--- src/page_pkg.sv ---
/*
 * Page management unit shared definitions
 * Widths, data types, APB register offsets, FLAGS bit positions
 * and the reprioritize fill state encoding
 */
`default_nettype none

package page_pkg;

    // ------------------------------------------------
    // Sizes
    // ------------------------------------------------
    localparam int PAGE_BITS       = 10;            // Physical and virtual page number
    localparam int OFFSET_BITS     = 10;            // Word offset inside a page
    localparam int BESM6_PAGE_BITS = 5;             // Page bits used in BESM-6 mode
    localparam int PAGE_COUNT      = 1024;          // Entries in each page memory

    // ------------------------------------------------
    // Types
    // ------------------------------------------------
    typedef logic [PAGE_BITS-1:0]             page_num_t;   // Page number
    typedef logic [PAGE_BITS+OFFSET_BITS-1:0] map_entry_t;  // Phys page in 19:10
    typedef logic [PAGE_BITS+OFFSET_BITS-1:0] phys_addr_t;  // Physical address
    typedef logic [31:0]                      virt_addr_t;  // Virtual address
    typedef logic [11:0]                      apb_addr_t;   // APB byte address
    typedef logic [31:0]                      apb_data_t;   // APB data word

    typedef enum logic {
        FILL_IDLE,                                  // No fill in progress
        FILL_RUN                                    // Writing ones, one page per cycle
    } fill_state_t;

    // ------------------------------------------------
    // Register map
    // ------------------------------------------------
    localparam apb_addr_t REG_CTRL       = 12'h000; // bit0 no_paging, bit1 besm6
    localparam apb_addr_t REG_PAGE_INDEX = 12'h004; // Physical page index, bits 9:0
    localparam apb_addr_t REG_MAP        = 12'h008; // Map entry at PAGE_INDEX
    localparam apb_addr_t REG_FLAGS      = 12'h00C; // Used and dirty at PAGE_INDEX
    localparam apb_addr_t REG_REPRIO     = 12'h010; // Reprioritize bit at PAGE_INDEX
    localparam apb_addr_t REG_FILL       = 12'h014; // Write starts fill, read busy

    localparam int FLAG_USED_BIT  = 1;              // Page referenced
    localparam int FLAG_DIRTY_BIT = 2;              // Page modified

endpackage

`default_nettype wire

--- src/page_access_if.sv ---
/*
 * Indexed access bundle from the register block to the page map
 * and the status bit memories
 */
`timescale 1ns/1ps
`default_nettype none

interface page_access_if;

    page_pkg::page_num_t  index;        // Current PAGE_INDEX
    page_pkg::apb_data_t  wdata;        // APB write data
    logic                 map_we;       // Write map entry at index
    logic                 flags_we;     // Write used/dirty at index
    logic                 reprio_we;    // Write reprioritize bit at index
    logic                 fill_start;   // Start bulk fill from index

    page_pkg::map_entry_t map_rdata;    // Map entry at index
    logic                 used_rdata;   // Used bit at index
    logic                 dirty_rdata;  // Dirty bit at index
    logic                 reprio_rdata; // Reprioritize bit at index
    logic                 fill_busy;    // Fill sequence running

    modport csr (output index, wdata, map_we, flags_we, reprio_we, fill_start,
                 input  map_rdata, used_rdata, dirty_rdata, reprio_rdata, fill_busy);

    modport map (input  index, wdata, map_we,
                 output map_rdata);

    modport status (input  index, wdata, flags_we, reprio_we, fill_start,
                    output used_rdata, dirty_rdata, reprio_rdata, fill_busy);

endinterface

`default_nettype wire

--- src/page_status_mem.sv ---
/*
 * Per-page used, dirty and reprioritize bit memories
 * Translation sets used/dirty, the host reads and writes them,
 * and a sequencer fills reprioritize bits with ones
 */
`timescale 1ns/1ps
`default_nettype none

module page_status_mem (
    input  wire                  clk,
    input  wire                  reset,
    input  wire                  i_upd_valid,     // Translation update
    input  page_pkg::page_num_t  i_upd_page,      // Page being referenced
    input  wire                  i_upd_write,     // Reference is a write
    page_access_if.status        mem
);

    logic                   pg_used   [page_pkg::PAGE_COUNT];   // Page referenced
    logic                   pg_dirty  [page_pkg::PAGE_COUNT];   // Page modified
    logic                   pg_reprio [page_pkg::PAGE_COUNT];   // Reprioritize request

    page_pkg::fill_state_t  fill_state;
    page_pkg::page_num_t    fill_cnt;                           // Next page to fill
    logic                   fill_last;                          // Filling page 1023

    assign fill_last = (fill_cnt == page_pkg::page_num_t'(page_pkg::PAGE_COUNT - 1));

    // --------------------------------------------------
    // Used and dirty bits
    // --------------------------------------------------
    always_ff @(posedge clk) begin
        if (i_upd_valid) begin                      // Translation wins over host
            pg_used[i_upd_page] <= 1'b1;
            if (i_upd_write)
                pg_dirty[i_upd_page] <= 1'b1;
        end else if (mem.flags_we) begin
            pg_used[mem.index]  <= mem.wdata[page_pkg::FLAG_USED_BIT];
            pg_dirty[mem.index] <= mem.wdata[page_pkg::FLAG_DIRTY_BIT];
        end
    end

    assign mem.used_rdata  = pg_used[mem.index];
    assign mem.dirty_rdata = pg_dirty[mem.index];

    // --------------------------------------------------
    // Fill sequencer
    // --------------------------------------------------
    always_ff @(posedge clk) begin
        if (reset) begin
            fill_state <= page_pkg::FILL_IDLE;
            fill_cnt   <= '0;
        end else begin
            case (fill_state)
                page_pkg::FILL_IDLE:
                    if (mem.fill_start) begin
                        fill_state <= page_pkg::FILL_RUN;
                        fill_cnt   <= mem.index;    // Start at current PAGE_INDEX
                    end
                page_pkg::FILL_RUN:
                    if (fill_last)
                        fill_state <= page_pkg::FILL_IDLE;
                    else
                        fill_cnt <= fill_cnt + 1'b1;
                default:
                    fill_state <= page_pkg::FILL_IDLE;
            endcase
        end
    end

    assign mem.fill_busy = (fill_state == page_pkg::FILL_RUN);

    // Host writes are dropped while filling or when a translation hits
    always_ff @(posedge clk) begin
        if (mem.fill_busy)
            pg_reprio[fill_cnt] <= 1'b1;
        else if (mem.reprio_we && !i_upd_valid)
            pg_reprio[mem.index] <= mem.wdata[0];
    end

    assign mem.reprio_rdata = pg_reprio[mem.index];

endmodule

`default_nettype wire

--- src/flat_wrapper.sv ---
// flat-port wrapper written by rule: the top's interface ports become plain ports
module page_status_mem_flat 
  (clk, reset, i_upd_valid, i_upd_page, i_upd_write, mem_index, mem_wdata, mem_flags_we, mem_reprio_we, mem_fill_start, mem_used_rdata, mem_dirty_rdata, mem_reprio_rdata, mem_fill_busy);
  page_access_if mem_i ();
  input  wire clk;
  input  wire reset;
  input  wire i_upd_valid;
  input  page_pkg::page_num_t i_upd_page;
  input  wire i_upd_write;
  input wire logic [$bits(mem_i.index)-1:0] mem_index;
  input wire logic [$bits(mem_i.wdata)-1:0] mem_wdata;
  input wire logic [$bits(mem_i.flags_we)-1:0] mem_flags_we;
  input wire logic [$bits(mem_i.reprio_we)-1:0] mem_reprio_we;
  input wire logic [$bits(mem_i.fill_start)-1:0] mem_fill_start;
  output wire logic [$bits(mem_i.used_rdata)-1:0] mem_used_rdata;
  output wire logic [$bits(mem_i.dirty_rdata)-1:0] mem_dirty_rdata;
  output wire logic [$bits(mem_i.reprio_rdata)-1:0] mem_reprio_rdata;
  output wire logic [$bits(mem_i.fill_busy)-1:0] mem_fill_busy;
  assign mem_i.index = mem_index;
  assign mem_i.wdata = mem_wdata;
  assign mem_i.flags_we = mem_flags_we;
  assign mem_i.reprio_we = mem_reprio_we;
  assign mem_i.fill_start = mem_fill_start;
  assign mem_used_rdata = mem_i.used_rdata;
  assign mem_dirty_rdata = mem_i.dirty_rdata;
  assign mem_reprio_rdata = mem_i.reprio_rdata;
  assign mem_fill_busy = mem_i.fill_busy;
  page_status_mem u_core (.clk(clk), .reset(reset), .i_upd_valid(i_upd_valid), .i_upd_page(i_upd_page), .i_upd_write(i_upd_write), .mem(mem_i));
endmodule
--- config.mk ---
export PLATFORM = sky130hd
export DESIGN_NAME = page_status_mem_flat
export DESIGN_NICKNAME = d
export VERILOG_FILES = /design/src/page_pkg.sv /design/src/page_access_if.sv /design/src/page_status_mem.sv /design/src/flat_wrapper.sv
export SDC_FILE = /design/constraint.sdc
export NUM_CORES = 2
export LEC_CHECK = 0
export BUFFER_PORTS_ARGS = -buffer_cell sky130_fd_sc_hd__buf_2
export CAP_MARGIN = 20
export CORE_UTILIZATION = 40
export CTS_CLUSTER_SIZE = 12
export DETAILED_ROUTE_END_ITERATION = 8
export PLACE_DENSITY_LB_ADDON = 0.12
export SYNTH_ARGS = -nofsm -noshare
export SYNTH_HDL_FRONTEND = slang
export SYNTH_SLANG_ARGS = --single-unit
--- constraint.sdc ---
create_clock -name clk -period 20.8 [get_ports clk]
set_clock_uncertainty 0.05 [all_clocks]
set_input_delay 1.04 -clock clk [delete_from_list [all_inputs] [get_ports clk]]
set_output_delay 1.04 -clock clk [all_outputs]
set_load 0.01 [all_outputs]
Word-level counts from Yosys, hierarchy flattened
Memory sizes are Yosys's and may differ from the RTL's.
Cells that the tools add are included.
Widths: inputs -> output; s select.
{"block": "totals", "regBits": 11, "mem_bits_rw": 3072, "output_inout_bits": 4, "memories": 3}
{"memory": "u_core.pg_dirty", "depth": 1024, "width": 1, "rd": 1, "rd_clocked_by_memory_dff": 0, "write_ports": 1, "line_no": "page_status_mem.sv:19", "rtl": "logic pg_dirty [page_pkg::PAGE_COUNT];"}
{"memory": "u_core.pg_reprio", "depth": 1024, "width": 1, "rd": 1, "rd_clocked_by_memory_dff": 0, "write_ports": 1, "line_no": "page_status_mem.sv:20", "rtl": "logic pg_reprio [page_pkg::PAGE_COUNT];"}
{"memory": "u_core.pg_used", "depth": 1024, "width": 1, "rd": 1, "rd_clocked_by_memory_dff": 0, "write_ports": 1, "line_no": "page_status_mem.sv:18", "rtl": "logic pg_used [page_pkg::PAGE_COUNT];"}
{"block": "op_classes", "addsub": 1, "n_eq_ne": 3, "n_mux": 28, "bitwise_logic": 1, "n_reduce_logical": 6}
{"operator": "$mux 10", "n": 5}
{"operator": "$mux 1", "n": 21}
{"operator": "$pmux 10 s2", "n": 1}
{"operator": "$add 10x1->10 const B", "n": 1}
{"operator": "$eq 10x10->1 const B", "n": 1}
{"operator": "$ne 2x2->1 const B", "n": 2}
{"operator": "$reduce_or 1->1", "n": 3}
{"operator": "$pmux 1 s2", "n": 1}
{"operator": "$reduce_and 2->1", "n": 1}
{"operator": "$logic_and 1x1->1", "n": 1}
{"operator": "$logic_not 1->1", "n": 1}
{"operator": "$not 1->1", "n": 1}

Logic depth before layout (Yosys ltp)
{"block": "depth", "depth_word": 7, "mapped_depth": 15, "ltp_nobuf": 8}

Worst setup path after synthesis
OpenSTA, ideal clock, no wires.
{"block": "synth_timing", "kind": "input to register", "from": "input mem_wdata[0]", "to": "memory u_core.pg_reprio[0], data pin", "setup_ns": 3.014, "arrival_time_ns": 14.564, "required_time_ns": 17.736, "setup_slack_ns": 3.172, "cell_stages": 1, "n_path_buf": 0, "cell_sequence": "nand2b_1"}
{"block": "synth_via", "elab_chain_cells": 1}
{"element": "from (decl)", "line_no": "flat_wrapper.sv:11", "rtl": "input wire logic [$bits(mem_i.wdata)-1:0] mem_wdata;"}
{"element": "$mux 1 (no line)"}
{"element": "to (decl)", "line_no": "page_status_mem.sv:20"}
Every way passes these cells.

Final worst setup path
{"block": "layout_timing", "from": "input mem_index[0]", "to": "output mem_reprio_rdata"}
{"block": "layout_via", "elab_chain_cells": 1}
{"element": "from (decl)", "line_no": "flat_wrapper.sv:10", "rtl": "input wire logic [$bits(mem_i.index)-1:0] mem_index;"}
{"element": "$mem_v2 1024x1"}
{"element": "to (decl)", "line_no": "flat_wrapper.sv:17", "rtl": "output wire logic [$bits(mem_i.reprio_rdata)-1:0] mem_reprio_rdata;"}
Every way passes these cells.

==> results.ini <==
[layout]
layout_common_cells=nor2_1, edfxtp_1, mux4_2
instances_no_fill=13800
synthToLayoutAreaGrowth_pct=10.9
multi_input_area_um2=37900
regArea_um2=92500
mostFrequentLayoutCell=nor2_1
drive_above_1_share_pct=15.6
nets=9154
fillerInstances=29800

[clocking]
clock_path_buffers=4
cts_setup_buffers=0
clk_latency_ns=0.93
clkTransAtPathRegs_ns=0.06
htreeDepth=5
cts_root_buf=clkbuf_16
post_cts_resized=0
postCtsHoldBufs=0
tritoncts=done
cts_buffers=339
cts_sinks=3083

[logic_synthesis]
synth-seq-area-share_pct=68.8
ys_ff_latch=3083
synth.distinct_cells=89
async_flop_share_pct=0
synth_flop_cell=edfxtp_1
synth_edf_count=3072
syn_area_per_cell_um2=14.4
synth_cells=9333
syn_nets=9393
yosysWarnings=0
netlist_area_um2=134000

[drt]
drt-pass1-iter-count=6
via_per_inst=5.92
ant_nets=0
drt_iter0_drc=9728
wire_per_inst_um=31.6
via_count=81600
wirelength_um=436000
route.detailed.drc=0

[timing]
worstMarginPinSlew_ns=1.41
period_share_pct=40.0
maxSlewViolCount=0
min_period_ns=8.32
tns_ns=0
relSlewSlack_pct=6.21
fmax_mhz=120
hold_viol=0
setup_viol=0
rsz0062_at_grt=no

[power_and_ir_drop]
power.density_nw_per_um2=88.5
power_mw=13.2
peakVddDrop_uv=71.5
p_leak_nw=50.0

[floorplan]
core-area_um2=334000
start_util_pct=40.3
die_area_um2=339000
die_h_um=582
io_pins=63
row_count=212
die_x_um=582

[worst_hold_path]
whs_endpoint=u_core.fill_cnt[9]
min_from=reset
whs_path_depth=2
hold_class=input port to flip-flop

[worst_setup_path]
critical_path_arrival_ns=7.23
end_kind=primary output
required_ns=19.71
start_kind=input port
cp_max_fo=74
timing.rr.end=u_core.pg_reprio[954]
crit_type=input port to primary output
r2r_slack_ns=16.13
timing.rr.start=u_core.mem.fill_busy
r2r_cells=6

[placed_design]
dp.cells=13100
routabilityCongestion=0.815
hpwl_um=235000
io_buffers=33

[run_status]
status=finished, final reports clean

[global_routing]
grt_max_degree=333
antenna_found_initial=38
grt_pass1_vias=80100
grt_first_pass_wirelength_um=605000
grt_usage_pct=25.3
grt_overflow=0

[flow_run]
max_cap_violations=0

==> flip-flops by register name, indices dropped and copies added, names as in the netlist <==
signal                cells
u_core.pg_dirty        1024
u_core.pg_reprio       1024
u_core.pg_used         1024
u_core.fill_cnt          10
u_core.mem.fill_busy      1
==> worst max-delay path by stage <==
stage | endpoint | startpoint | slack (ns)
after floorplan | u_core.pg_reprio[0] | mem_wdata[0] | 3.17
after global placement | mem_reprio_rdata | mem_index[0] | 12.24
after detailed placement | mem_reprio_rdata | mem_index[0] | 12.22
after CTS | mem_reprio_rdata | mem_index[0] | 12.21
after global routing | mem_reprio_rdata | mem_index[0] | 12.02
final | mem_reprio_rdata | mem_index[0] | 12.48
==> layout make-up <==
cell class | instances | area share (%)
antenna | 22 | 0.0369
tap | 4387 | 3.68
sequential | 3083 | 62.0
timing repair buffer | 324 | 1.99
inverter | 13 | 0.0378
clock inverter | 162 | 0.807
multi-input combinational | 5333 | 25.4
clock buffer | 441 | 6.05
==> power by group <==
group,switching (mW),total [mW],leakage [nW],internal [mW]
Sequential,0.00536,6.82,33.2,6.81
Clock,2.50,5.69,4.99,3.19
Combinational,0.511,0.691,11.9,0.180
Total,3.02,13.2,50.0,10.2
==> Yosys cell counts (all sizes together) (12+ instances only) <==
master   number  area [um^2]
buf         241         2170
clkbuf      662         2640
nand2       233          875
o21ai        72          360
mux4        605        13900
a2111oi      15          144
inv          13         48.8
a22oi       120          901
nand4        21          131
nand3        71          355
o22ai        89          563
nor4         24          150
o221ai       93          821
a21oi       105          526
nor2       3158        11900
nor3         55          275
a221oi       17          155
a211oi       28          215
mux2i       403         4030
a31oi        19          119
nand2b       12         75.1
edfxtp     3072        92200
mux2         14          158
o211ai       19          143
==> metrics by stage <==
step	instance area, um^2	setup WS, ns	hold slack [ns]	utilization [%]
2_1_floorplan	134000	3.17	0.488	-
3_3_place_gp	138000	12.24	0.539	41.4
3_5_place_dp	138000	12.22	0.549	41.4
4_1_cts	148000	12.21	0.350	44.4
5_1_grt	149000	12.02	0.402	44.6
6_report	149000	12.48	0.424	44.7
==> critical path, stage by stage <==
cell,delay [ns]
buf_12,0.42
buf_4,0.72
buf_4,0.77
buf_4,0.66
buf_4,0.82
mux4_1,0.64
mux4_2,0.45
a21oi_1,0.43
o311ai_0,0.43
o211ai_1,0.22
nand4_1,0.25
buf_2,0.23
==> logic make-up after synthesis <==
logic type | count (synthesis) | synth area share (%)
fa+ha+maj | 1 | 0.00930
flops | 3083 | 68.8
xor+xnor | 1 | 0.00651
simple gates | 3654 | 10.7
compound gates | 655 | 3.46
buf+inv | 917 | 3.62
mux | 1022 | 13.5
==> per-layer routing <==
metal	share of wire (%)	vias up	global-route usage, %	routed length [um]
met5	0.0064	-	0	28
met1	41	43400	33.9	177000
met4	3.3	4	8.19	14300
li1	-	34200	-	-
met2	49	3287	42.5	214000
met3	7.0	685	3.40	30600
Power figures use the tool's default switching activity.
