`config.mk`:
```
export PLATFORM = sky130hd
export DESIGN_NAME = page_csr_flat
export DESIGN_NICKNAME = d
export VERILOG_FILES = /design/src/page_pkg.sv /design/src/page_access_if.sv /design/src/page_csr.sv /design/src/flat_wrapper.sv
export SDC_FILE = /design/constraint.sdc
export NUM_CORES = 1
export LEC_CHECK = 0
export BUFFER_PORTS_ARGS = -buffer_cell sky130_fd_sc_hd__buf_2
export CAP_MARGIN = 5
export CORE_MARGIN = 2
export CORE_UTILIZATION = 30
export CTS_BUF_LIST = sky130_fd_sc_hd__clkbuf_16
export CTS_CLUSTER_SIZE = 14
export DETAILED_ROUTE_END_ITERATION = 16
export PLACE_DENSITY = 0.79
export SLEW_MARGIN = 5
export SYNTH_ARGS = -nofsm -noshare
export SYNTH_HDL_FRONTEND = slang
export SYNTH_SLANG_ARGS = --single-unit
```
`constraint.sdc`:
```
create_clock -name clk -period 2.3 [get_ports clk]
set_input_delay 0.46 -clock clk [delete_from_list [all_inputs] [get_ports clk]]
set_output_delay 0.46 -clock clk [all_outputs]
set_load 0.02 [all_outputs]
```
`src/page_pkg.sv`:
```
/*
 * Page management unit shared definitions
 * Widths, data types, APB register offsets, FLAGS bit positions
 * and the reprioritize fill state encoding
 */
`default_nettype none

package page_pkg;

    // ------------------------------------------------
    // Sizes
    // ------------------------------------------------
    localparam int PAGE_BITS       = 10;            // Physical and virtual page number
    localparam int OFFSET_BITS     = 10;            // Word offset inside a page
    localparam int BESM6_PAGE_BITS = 5;             // Page bits used in BESM-6 mode
    localparam int PAGE_COUNT      = 1024;          // Entries in each page memory

    // ------------------------------------------------
    // Types
    // ------------------------------------------------
    typedef logic [PAGE_BITS-1:0]             page_num_t;   // Page number
    typedef logic [PAGE_BITS+OFFSET_BITS-1:0] map_entry_t;  // Phys page in 19:10
    typedef logic [PAGE_BITS+OFFSET_BITS-1:0] phys_addr_t;  // Physical address
    typedef logic [31:0]                      virt_addr_t;  // Virtual address
    typedef logic [11:0]                      apb_addr_t;   // APB byte address
    typedef logic [31:0]                      apb_data_t;   // APB data word

    typedef enum logic {
        FILL_IDLE,                                  // No fill in progress
        FILL_RUN                                    // Writing ones, one page per cycle
    } fill_state_t;

    // ------------------------------------------------
    // Register map
    // ------------------------------------------------
    localparam apb_addr_t REG_CTRL       = 12'h000; // bit0 no_paging, bit1 besm6
    localparam apb_addr_t REG_PAGE_INDEX = 12'h004; // Physical page index, bits 9:0
    localparam apb_addr_t REG_MAP        = 12'h008; // Map entry at PAGE_INDEX
    localparam apb_addr_t REG_FLAGS      = 12'h00C; // Used and dirty at PAGE_INDEX
    localparam apb_addr_t REG_REPRIO     = 12'h010; // Reprioritize bit at PAGE_INDEX
    localparam apb_addr_t REG_FILL       = 12'h014; // Write starts fill, read busy

    localparam int FLAG_USED_BIT  = 1;              // Page referenced
    localparam int FLAG_DIRTY_BIT = 2;              // Page modified

endpackage

`default_nettype wire

```
`src/page_access_if.sv`:
```
/*
 * Indexed access bundle from the register block to the page map
 * and the status bit memories
 */
`timescale 1ns/1ps
`default_nettype none

interface page_access_if;

    page_pkg::page_num_t  index;        // Current PAGE_INDEX
    page_pkg::apb_data_t  wdata;        // APB write data
    logic                 map_we;       // Write map entry at index
    logic                 flags_we;     // Write used/dirty at index
    logic                 reprio_we;    // Write reprioritize bit at index
    logic                 fill_start;   // Start bulk fill from index

    page_pkg::map_entry_t map_rdata;    // Map entry at index
    logic                 used_rdata;   // Used bit at index
    logic                 dirty_rdata;  // Dirty bit at index
    logic                 reprio_rdata; // Reprioritize bit at index
    logic                 fill_busy;    // Fill sequence running

    modport csr (output index, wdata, map_we, flags_we, reprio_we, fill_start,
                 input  map_rdata, used_rdata, dirty_rdata, reprio_rdata, fill_busy);

    modport map (input  index, wdata, map_we,
                 output map_rdata);

    modport status (input  index, wdata, flags_we, reprio_we, fill_start,
                    output used_rdata, dirty_rdata, reprio_rdata, fill_busy);

endinterface

`default_nettype wire

```
`src/page_csr.sv`:
```
/*
 * APB slave for the page unit
 * Offset decode into memory write strobes, CTRL and PAGE_INDEX
 * registers, read data selection and error response
 */
`timescale 1ns/1ps
`default_nettype none

module page_csr (
    input  wire                  clk,
    input  wire                  reset,
    input  wire                  i_psel,
    input  wire                  i_penable,
    input  wire                  i_pwrite,
    input  page_pkg::apb_addr_t  i_paddr,
    input  page_pkg::apb_data_t  i_pwdata,
    output page_pkg::apb_data_t  o_prdata,
    output logic                 o_pready,
    output logic                 o_pslverr,
    input  wire                  i_upd_valid,     // Translation update this cycle
    input  page_pkg::page_num_t  i_upd_page,      // Translated page
    output logic                 o_no_paging,
    output logic                 o_besm6,
    page_access_if.csr           mem
);

    logic                access;                // APB access phase
    logic                wr;                    // Write access phase
    logic                hit;                   // Offset is mapped
    page_pkg::page_num_t page_index;            // Physical page index register

    assign access = i_psel & i_penable;
    assign wr     = access & i_pwrite;

    assign o_pready  = access;                  // No wait states
    assign o_pslverr = access & ~hit;

    // --------------------------------------------------
    // Write strobes to the memories
    // --------------------------------------------------
    assign mem.index      = page_index;
    assign mem.wdata      = i_pwdata;
    assign mem.map_we     = wr & (i_paddr == page_pkg::REG_MAP);
    assign mem.flags_we   = wr & (i_paddr == page_pkg::REG_FLAGS);
    assign mem.reprio_we  = wr & (i_paddr == page_pkg::REG_REPRIO);
    assign mem.fill_start = wr & (i_paddr == page_pkg::REG_FILL);

    // Mode bits
    always_ff @(posedge clk) begin
        if (reset) begin
            o_no_paging <= 1'b0;
            o_besm6     <= 1'b0;
        end else if (wr && i_paddr == page_pkg::REG_CTRL) begin
            o_no_paging <= i_pwdata[0];
            o_besm6     <= i_pwdata[1];
        end
    end

    // Translation reloads the index ahead of the host
    always_ff @(posedge clk) begin
        if (reset)
            page_index <= '0;
        else if (i_upd_valid)
            page_index <= i_upd_page;
        else if (wr && i_paddr == page_pkg::REG_PAGE_INDEX)
            page_index <= i_pwdata[page_pkg::PAGE_BITS-1:0];
    end

    // --------------------------------------------------
    // Read data
    // --------------------------------------------------
    always_comb begin
        o_prdata = '0;
        hit      = 1'b1;
        case (i_paddr)
            page_pkg::REG_CTRL: begin
                o_prdata[0] = o_no_paging;
                o_prdata[1] = o_besm6;
            end
            page_pkg::REG_PAGE_INDEX:
                o_prdata = page_pkg::apb_data_t'(page_index);
            page_pkg::REG_MAP:
                o_prdata = page_pkg::apb_data_t'(mem.map_rdata);
            page_pkg::REG_FLAGS: begin                  // bit0 reads 0
                o_prdata[page_pkg::FLAG_USED_BIT]  = mem.used_rdata;
                o_prdata[page_pkg::FLAG_DIRTY_BIT] = mem.dirty_rdata;
            end
            page_pkg::REG_REPRIO:
                o_prdata[0] = mem.reprio_rdata;
            page_pkg::REG_FILL:
                o_prdata[0] = mem.fill_busy;
            default:
                hit = 1'b0;                             // Unmapped, reads 0
        endcase
    end

endmodule

`default_nettype wire

```
`src/flat_wrapper.sv`:
```
// flat-port wrapper written by rule: the top's interface ports become plain ports
module page_csr_flat 
  (clk, reset, i_psel, i_penable, i_pwrite, i_paddr, i_pwdata, o_prdata, o_pready, o_pslverr, i_upd_valid, i_upd_page, o_no_paging, o_besm6, mem_index, mem_wdata, mem_map_we, mem_flags_we, mem_reprio_we, mem_fill_start, mem_map_rdata, mem_used_rdata, mem_dirty_rdata, mem_reprio_rdata, mem_fill_busy);
  page_access_if mem_i ();
  input  wire clk;
  input  wire reset;
  input  wire i_psel;
  input  wire i_penable;
  input  wire i_pwrite;
  input  page_pkg::apb_addr_t i_paddr;
  input  page_pkg::apb_data_t i_pwdata;
  output page_pkg::apb_data_t o_prdata;
  output logic o_pready;
  output logic o_pslverr;
  input  wire i_upd_valid;
  input  page_pkg::page_num_t i_upd_page;
  output logic o_no_paging;
  output logic o_besm6;
  output wire logic [$bits(mem_i.index)-1:0] mem_index;
  output wire logic [$bits(mem_i.wdata)-1:0] mem_wdata;
  output wire logic [$bits(mem_i.map_we)-1:0] mem_map_we;
  output wire logic [$bits(mem_i.flags_we)-1:0] mem_flags_we;
  output wire logic [$bits(mem_i.reprio_we)-1:0] mem_reprio_we;
  output wire logic [$bits(mem_i.fill_start)-1:0] mem_fill_start;
  input wire logic [$bits(mem_i.map_rdata)-1:0] mem_map_rdata;
  input wire logic [$bits(mem_i.used_rdata)-1:0] mem_used_rdata;
  input wire logic [$bits(mem_i.dirty_rdata)-1:0] mem_dirty_rdata;
  input wire logic [$bits(mem_i.reprio_rdata)-1:0] mem_reprio_rdata;
  input wire logic [$bits(mem_i.fill_busy)-1:0] mem_fill_busy;
  assign mem_index = mem_i.index;
  assign mem_wdata = mem_i.wdata;
  assign mem_map_we = mem_i.map_we;
  assign mem_flags_we = mem_i.flags_we;
  assign mem_reprio_we = mem_i.reprio_we;
  assign mem_fill_start = mem_i.fill_start;
  assign mem_i.map_rdata = mem_map_rdata;
  assign mem_i.used_rdata = mem_used_rdata;
  assign mem_i.dirty_rdata = mem_dirty_rdata;
  assign mem_i.reprio_rdata = mem_reprio_rdata;
  assign mem_i.fill_busy = mem_fill_busy;
  page_csr u_core (.clk(clk), .reset(reset), .i_psel(i_psel), .i_penable(i_penable), .i_pwrite(i_pwrite), .i_paddr(i_paddr), .i_pwdata(i_pwdata), .o_prdata(o_prdata), .o_pready(o_pready), .o_pslverr(o_pslverr), .i_upd_valid(i_upd_valid), .i_upd_page(i_upd_page), .o_no_paging(o_no_paging), .o_besm6(o_besm6), .mem(mem_i));
endmodule
```
## Word level (Yosys, flattened, before mapping)

Cells that the tools add are included.

- Reduce and logical (&&, ||, !) cells: 5
- Mux-type cells: 7
- Bitwise logic cells: 8
- Equality and inequality tests: 5

Operator list:

| operator | count |
|---|---|
| case mux 17 bit (2 select lines) | 1 |
| equality test 12 x 4 -> 1 bit (second input constant) | 2 |
| equality test 12 x 5 -> 1 bit (second input constant) | 2 |
| two-way mux 10 bit | 2 |
| equality test 12 x 3 -> 1 bit (second input constant) | 1 |
| logical NOT 12 bit | 1 |
| AND 1 bit | 7 |
| OR reduction 6 bit | 1 |
| case mux 1 bit (5 select lines) | 1 |
| case mux 1 bit (4 select lines) | 1 |
| case mux 1 bit (3 select lines) | 1 |
| logical AND 1 bit | 2 |
| nonzero test 2 bit | 1 |
| two-way mux 1 bit | 1 |
| inverter 1 bit | 1 |

- Bits in registers: 12
- Input port bits: 84
- Output and inout port bits: 82
- Word-level logic and storage cells: 28

## Depth between registers and ports, before layout

- Depth after elaboration: 5
- Gate-level depth with buffers: 6
- Depth with buffers taken out: 4

## Worst setup path after synthesis

OpenSTA, ideal clock, no wires.

- Path type: input port to output port
- Start point: in i_paddr[9]
- End point: out mem_flags_we
- Buffers on the path: 0
- Data arrival time: 1.712 ns
- Stages on the path: 3
- Data required time: 1.840 ns
- Setup slack: 0.128 ns
- Cell sequence: nor4_4 nand3b_4 nor4_1

- Word-level cells in the longest chain between the ends: 2

Ends and longest elaborated chain:

| item | line | RTL |
|---|---|---|
| start, declared | flat_wrapper.sv:10 | `input page_pkg::apb_addr_t i_paddr;` |
| equality test 12 x 4 -> 1 bit | page_csr.sv:44 | `assign mem.flags_we = wr & (i_paddr == page_pkg::REG_FLAGS);` |
| AND 1 bit | page_csr.sv:44 |  |
| end, declared | flat_wrapper.sv:22 | `output wire logic [$bits(mem_i.flags_we)-1:0] mem_flags_we;` |

Every way passes these cells.

## Worst setup path in the final report

- Start point: in i_paddr[0]
- End point: out mem_flags_we

The elaborated chain is that of the path after synthesis.

==> flow_metrics.py <==
metrics = {
    "status": {
        "status": "complete, no violations",
    },
    "hold_path": {
        "hold_class": "primary input to flop",
        "hold_depth": 3,
    },
    "timing": {
        "finClkSkew_ps": 0,
        "fmax_ghz": 0.454,
        "max_slew_margin": 0.625,
        "period_needed_ps": 2200,
        "fin_hold_ws_ps": 493,
        "setup_tns_ps": 0,
        "hold_viol_final": 0,
        "layout_setup_ws_ps": 96.8,
        "report.final.slew_viol_count": 0,
        "worst_slew_pin_slew_ps": 562,
        "setup_violations": 0,
        "period_share": 0.958,
    },
    "clock_tree": {
        "cts-root-buf": "clkbuf_16",
        "cts_buffer_depth": 2,
        "insertion_delay_ps": 230,
        "path_clk_slew_ps": 40,
        "numCtsBuffers": 3,
        "h-tree-depth": 1,
        "clock_sinks": 12,
        "cts_tree": "built",
    },
    "logic_synthesis": {
        "yosysMostFrequentCell": "buf_4",
        "netlist_area_um2": 1330,
        "avgSynthCellArea_um2": 8.40,
        "synth_seq_area_share": 0.181,
        "synth_top_cell_by_area": "buf_4",
        "synthFlopType": "dfxtp_1",
        "ys_top_cells_by_area": "buf_4 (25%), dfxtp_1 (18%), mux2i_1 (9.0%)",
        "ys_types": 34,
        "ys_ff_latch": 12,
        "yosysTopAreaCellShare": 0.254,
        "synth_cells": 158,
        "synthTopCellsByCount": "buf_4 (45), nor2_1 (15), dfxtp_1 (12), mux2i_1 (12), and2_1 (11)",
        "async_flop_share": 0,
        "yosys_warnings": 0,
        "synth-edff-count": 0,
    },
    "route": {
        "drc_errors": 0,
        "ant_nets": 0,
        "viasPerCell": 4.73,
        "drt-total-wl_mm": 3.73,
        "vias": 1357,
        "firstDrtPassIters": 4,
        "drt_first_iter_violations": 48,
        "drt-wirelength-per-cell_um": 13.0,
    },
    "die": {
        "core-area_um2": 4290,
        "die_width_um": 70.5,
        "placementRows": 24,
        "dieHeight_um": 70.5,
        "ios": 166,
        "die_area_um2": 4970,
        "start_util": 0.309,
    },
    "worst_setup_path": {
        "worst-path-stages": 6,
        "worstReg2RegEnd": "u_core.mem.index[2]",
        "crit_slowest_cell": "nor4_4",
        "cp_slowest_stage_delay_ps": 370,
        "endpoint_kind": "output port",
        "cp-start-kind": "primary input",
        "arrival_ps": 1740,
        "cp_top_family": "simple AND/OR/NAND/NOR gates",
        "ff2ff_path_depth": 2,
        "startpoint": "i_paddr[0]",
        "crit_path_end": "mem_flags_we",
        "r2r_start": "u_core.mem.index[2]",
        "cpMostUsedCell": "buf_2",
        "crit_fanout": 7,
        "ff2ff_setup_slack_ps": 1530,
        "cp.buffers_inverters": 3,
        "cp_cell_sequence": "buf_2 > nor4_4 > nand3b_4 > buf_4 > nor4_1 > buf_2",
        "required_ps": 1840,
        "worstSetupPathType": "primary input to output port",
    },
    "pwr": {
        "p_leak_nw": 0.925,
        "p_comb_frac": 0.258,
        "p_sw_mw": 0.205,
        "power.internal_mw": 0.527,
        "swShare": 0.280,
        "clockPowerShare": 0.426,
        "p_per_area_nw_per_um2": 422,
        "pwr-share-seq": 0.316,
        "vdd_drop_max_v": 0.000258,
    },
    "finish": {
        "design_area_um2": 1740,
        "multi_input_area_um2": 738,
        "n_antenna_cell": 0,
        "areaGrowthSynthToFinish_pct": 30.7,
        "n_fill_cell": 456,
        "layout-drive-gt1-share": 0.549,
        "nNetsFinal": 320,
        "regArea_um2": 240,
    },
    "place": {
        "dp_slack_ps": 6.28,
        "dp_hpwl_mm": 3.05,
        "io_buffer_count": 109,
        "placed_cell_area_um2": 1630,
        "gp_congestion": 0.768,
    },
    "grt": {
        "antenna_found_initial": 0,
        "grt_pass1_vias": 1177,
        "grt_overflow": 0,
        "grtUsageTotal": 0.142,
        "grt_max_degree": 21,
        "grt_pass1_wl_mm": 5.59,
    },
    "job": {
        "maxCapViolCount": 0,
    },
}
[kinds of logic after synthesis]
| family | count (synthesis) | share of synthesized area |
|---|---|---|
| AO/OA/AOI/OAI | 26 | 0.148 |
| multiplexers | 13 | 0.107 |
| buffers and inverters | 55 | 0.301 |
| flip-flops | 12 | 0.181 |
| other | 1 | 0.00282 |
| AND/OR/NAND/NOR | 51 | 0.260 |
[timing repair]
action	in CTS	in global routing
endpoints found under the setup margin	1	17
hold buffers	0	0
endpoints found under the hold margin	0	0
buffers inserted	1	1
resized for setup	0	3
pin swaps	1	2
[final cells by class]
cell class                      count  share of cell area
Timing Repair Buffer              115               0.349
Sequential cell                    12               0.138
Multi-Input combinational cell    102               0.425
Clock inverter                      1             0.00216
Inverter                            2             0.00433
Clock buffer                        3              0.0433
Tap cell                           52              0.0375
[per-stage QoR]
step | util | cells | power [mW]
6_report | 0.404 | 287 | 0.732
5_1_grt | 0.404 | 287 | 0.773
4_1_cts | 0.400 | 286 | 0.745
3_5_place_dp | 0.380 | 281 | 0.422
3_3_place_gp | 0.380 | 281 | 0.419
2_1_floorplan | - | 169 | 0.415
[how the worst min path moves through the flow]
stage	from	slack, ps	to
finish	i_upd_page[3]	490	u_core.mem.index[3]
global route	i_upd_page[9]	510	u_core.mem.index[9]
CTS	i_upd_page[3]	490	u_core.mem.index[3]
detailed placement	u_core.o_besm6	490	u_core.o_besm6
global placement	u_core.o_besm6	480	u_core.o_besm6
floorplan	reset	530	u_core.mem.index[6]
[worst register-to-register path: stages, from the launching register on]
cell and delay, ps:
dfxtp_1 380, mux2i_1 90, a211oi_1 210
[cell usage in the layout, fill, tap and decap left out, drive strengths merged]
cell and count:
nand3b 1, and3 1, a21boi 1, a31oi 1, clkbuf 3, nor3b 2
mux4 1, a21oi 3, and4b 1, nand3 3, a211oi 10, mux2i 12
buf 115, nor3 2, conb 12, dfxtp 12, and2 11, clkinv 1
and3b 1, nand4 2, nor4 4, o21ai 1, nor4b 1, and4bb 1
inv 2, and4 1, nor2 15, o41ai 2, or2 1, nand2 4
a22o 8
[metal layers]
| metal | wire [µm] | global-route usage |
|---|---|---|
| met1 | 1480 | 0.170 |
| met2 | 1820 | 0.236 |
| met5 | 0 | 0 |
| met4 | 76 | 0.0513 |
| met3 | 354 | 0.0462 |
[power groups by stage]
stage / clock, mW / combinational, mW / sequential, mW
6_report: 0.312 / 0.189 / 0.231
3_5_place_dp: 0 / 0.187 / 0.234
4_1_cts: 0.325 / 0.188 / 0.231
5_1_grt: 0.335 / 0.206 / 0.232
2_1_floorplan: 0 / 0.168 / 0.247
3_3_place_gp: 0 / 0.185 / 0.234
[state kept, by name (all words and copies together) (netlist names)]
signal              count
u_core.mem.index       10
u_core.o_besm6          1
u_core.o_no_paging      1
No activity file was read; power rests on OpenSTA's default activity.
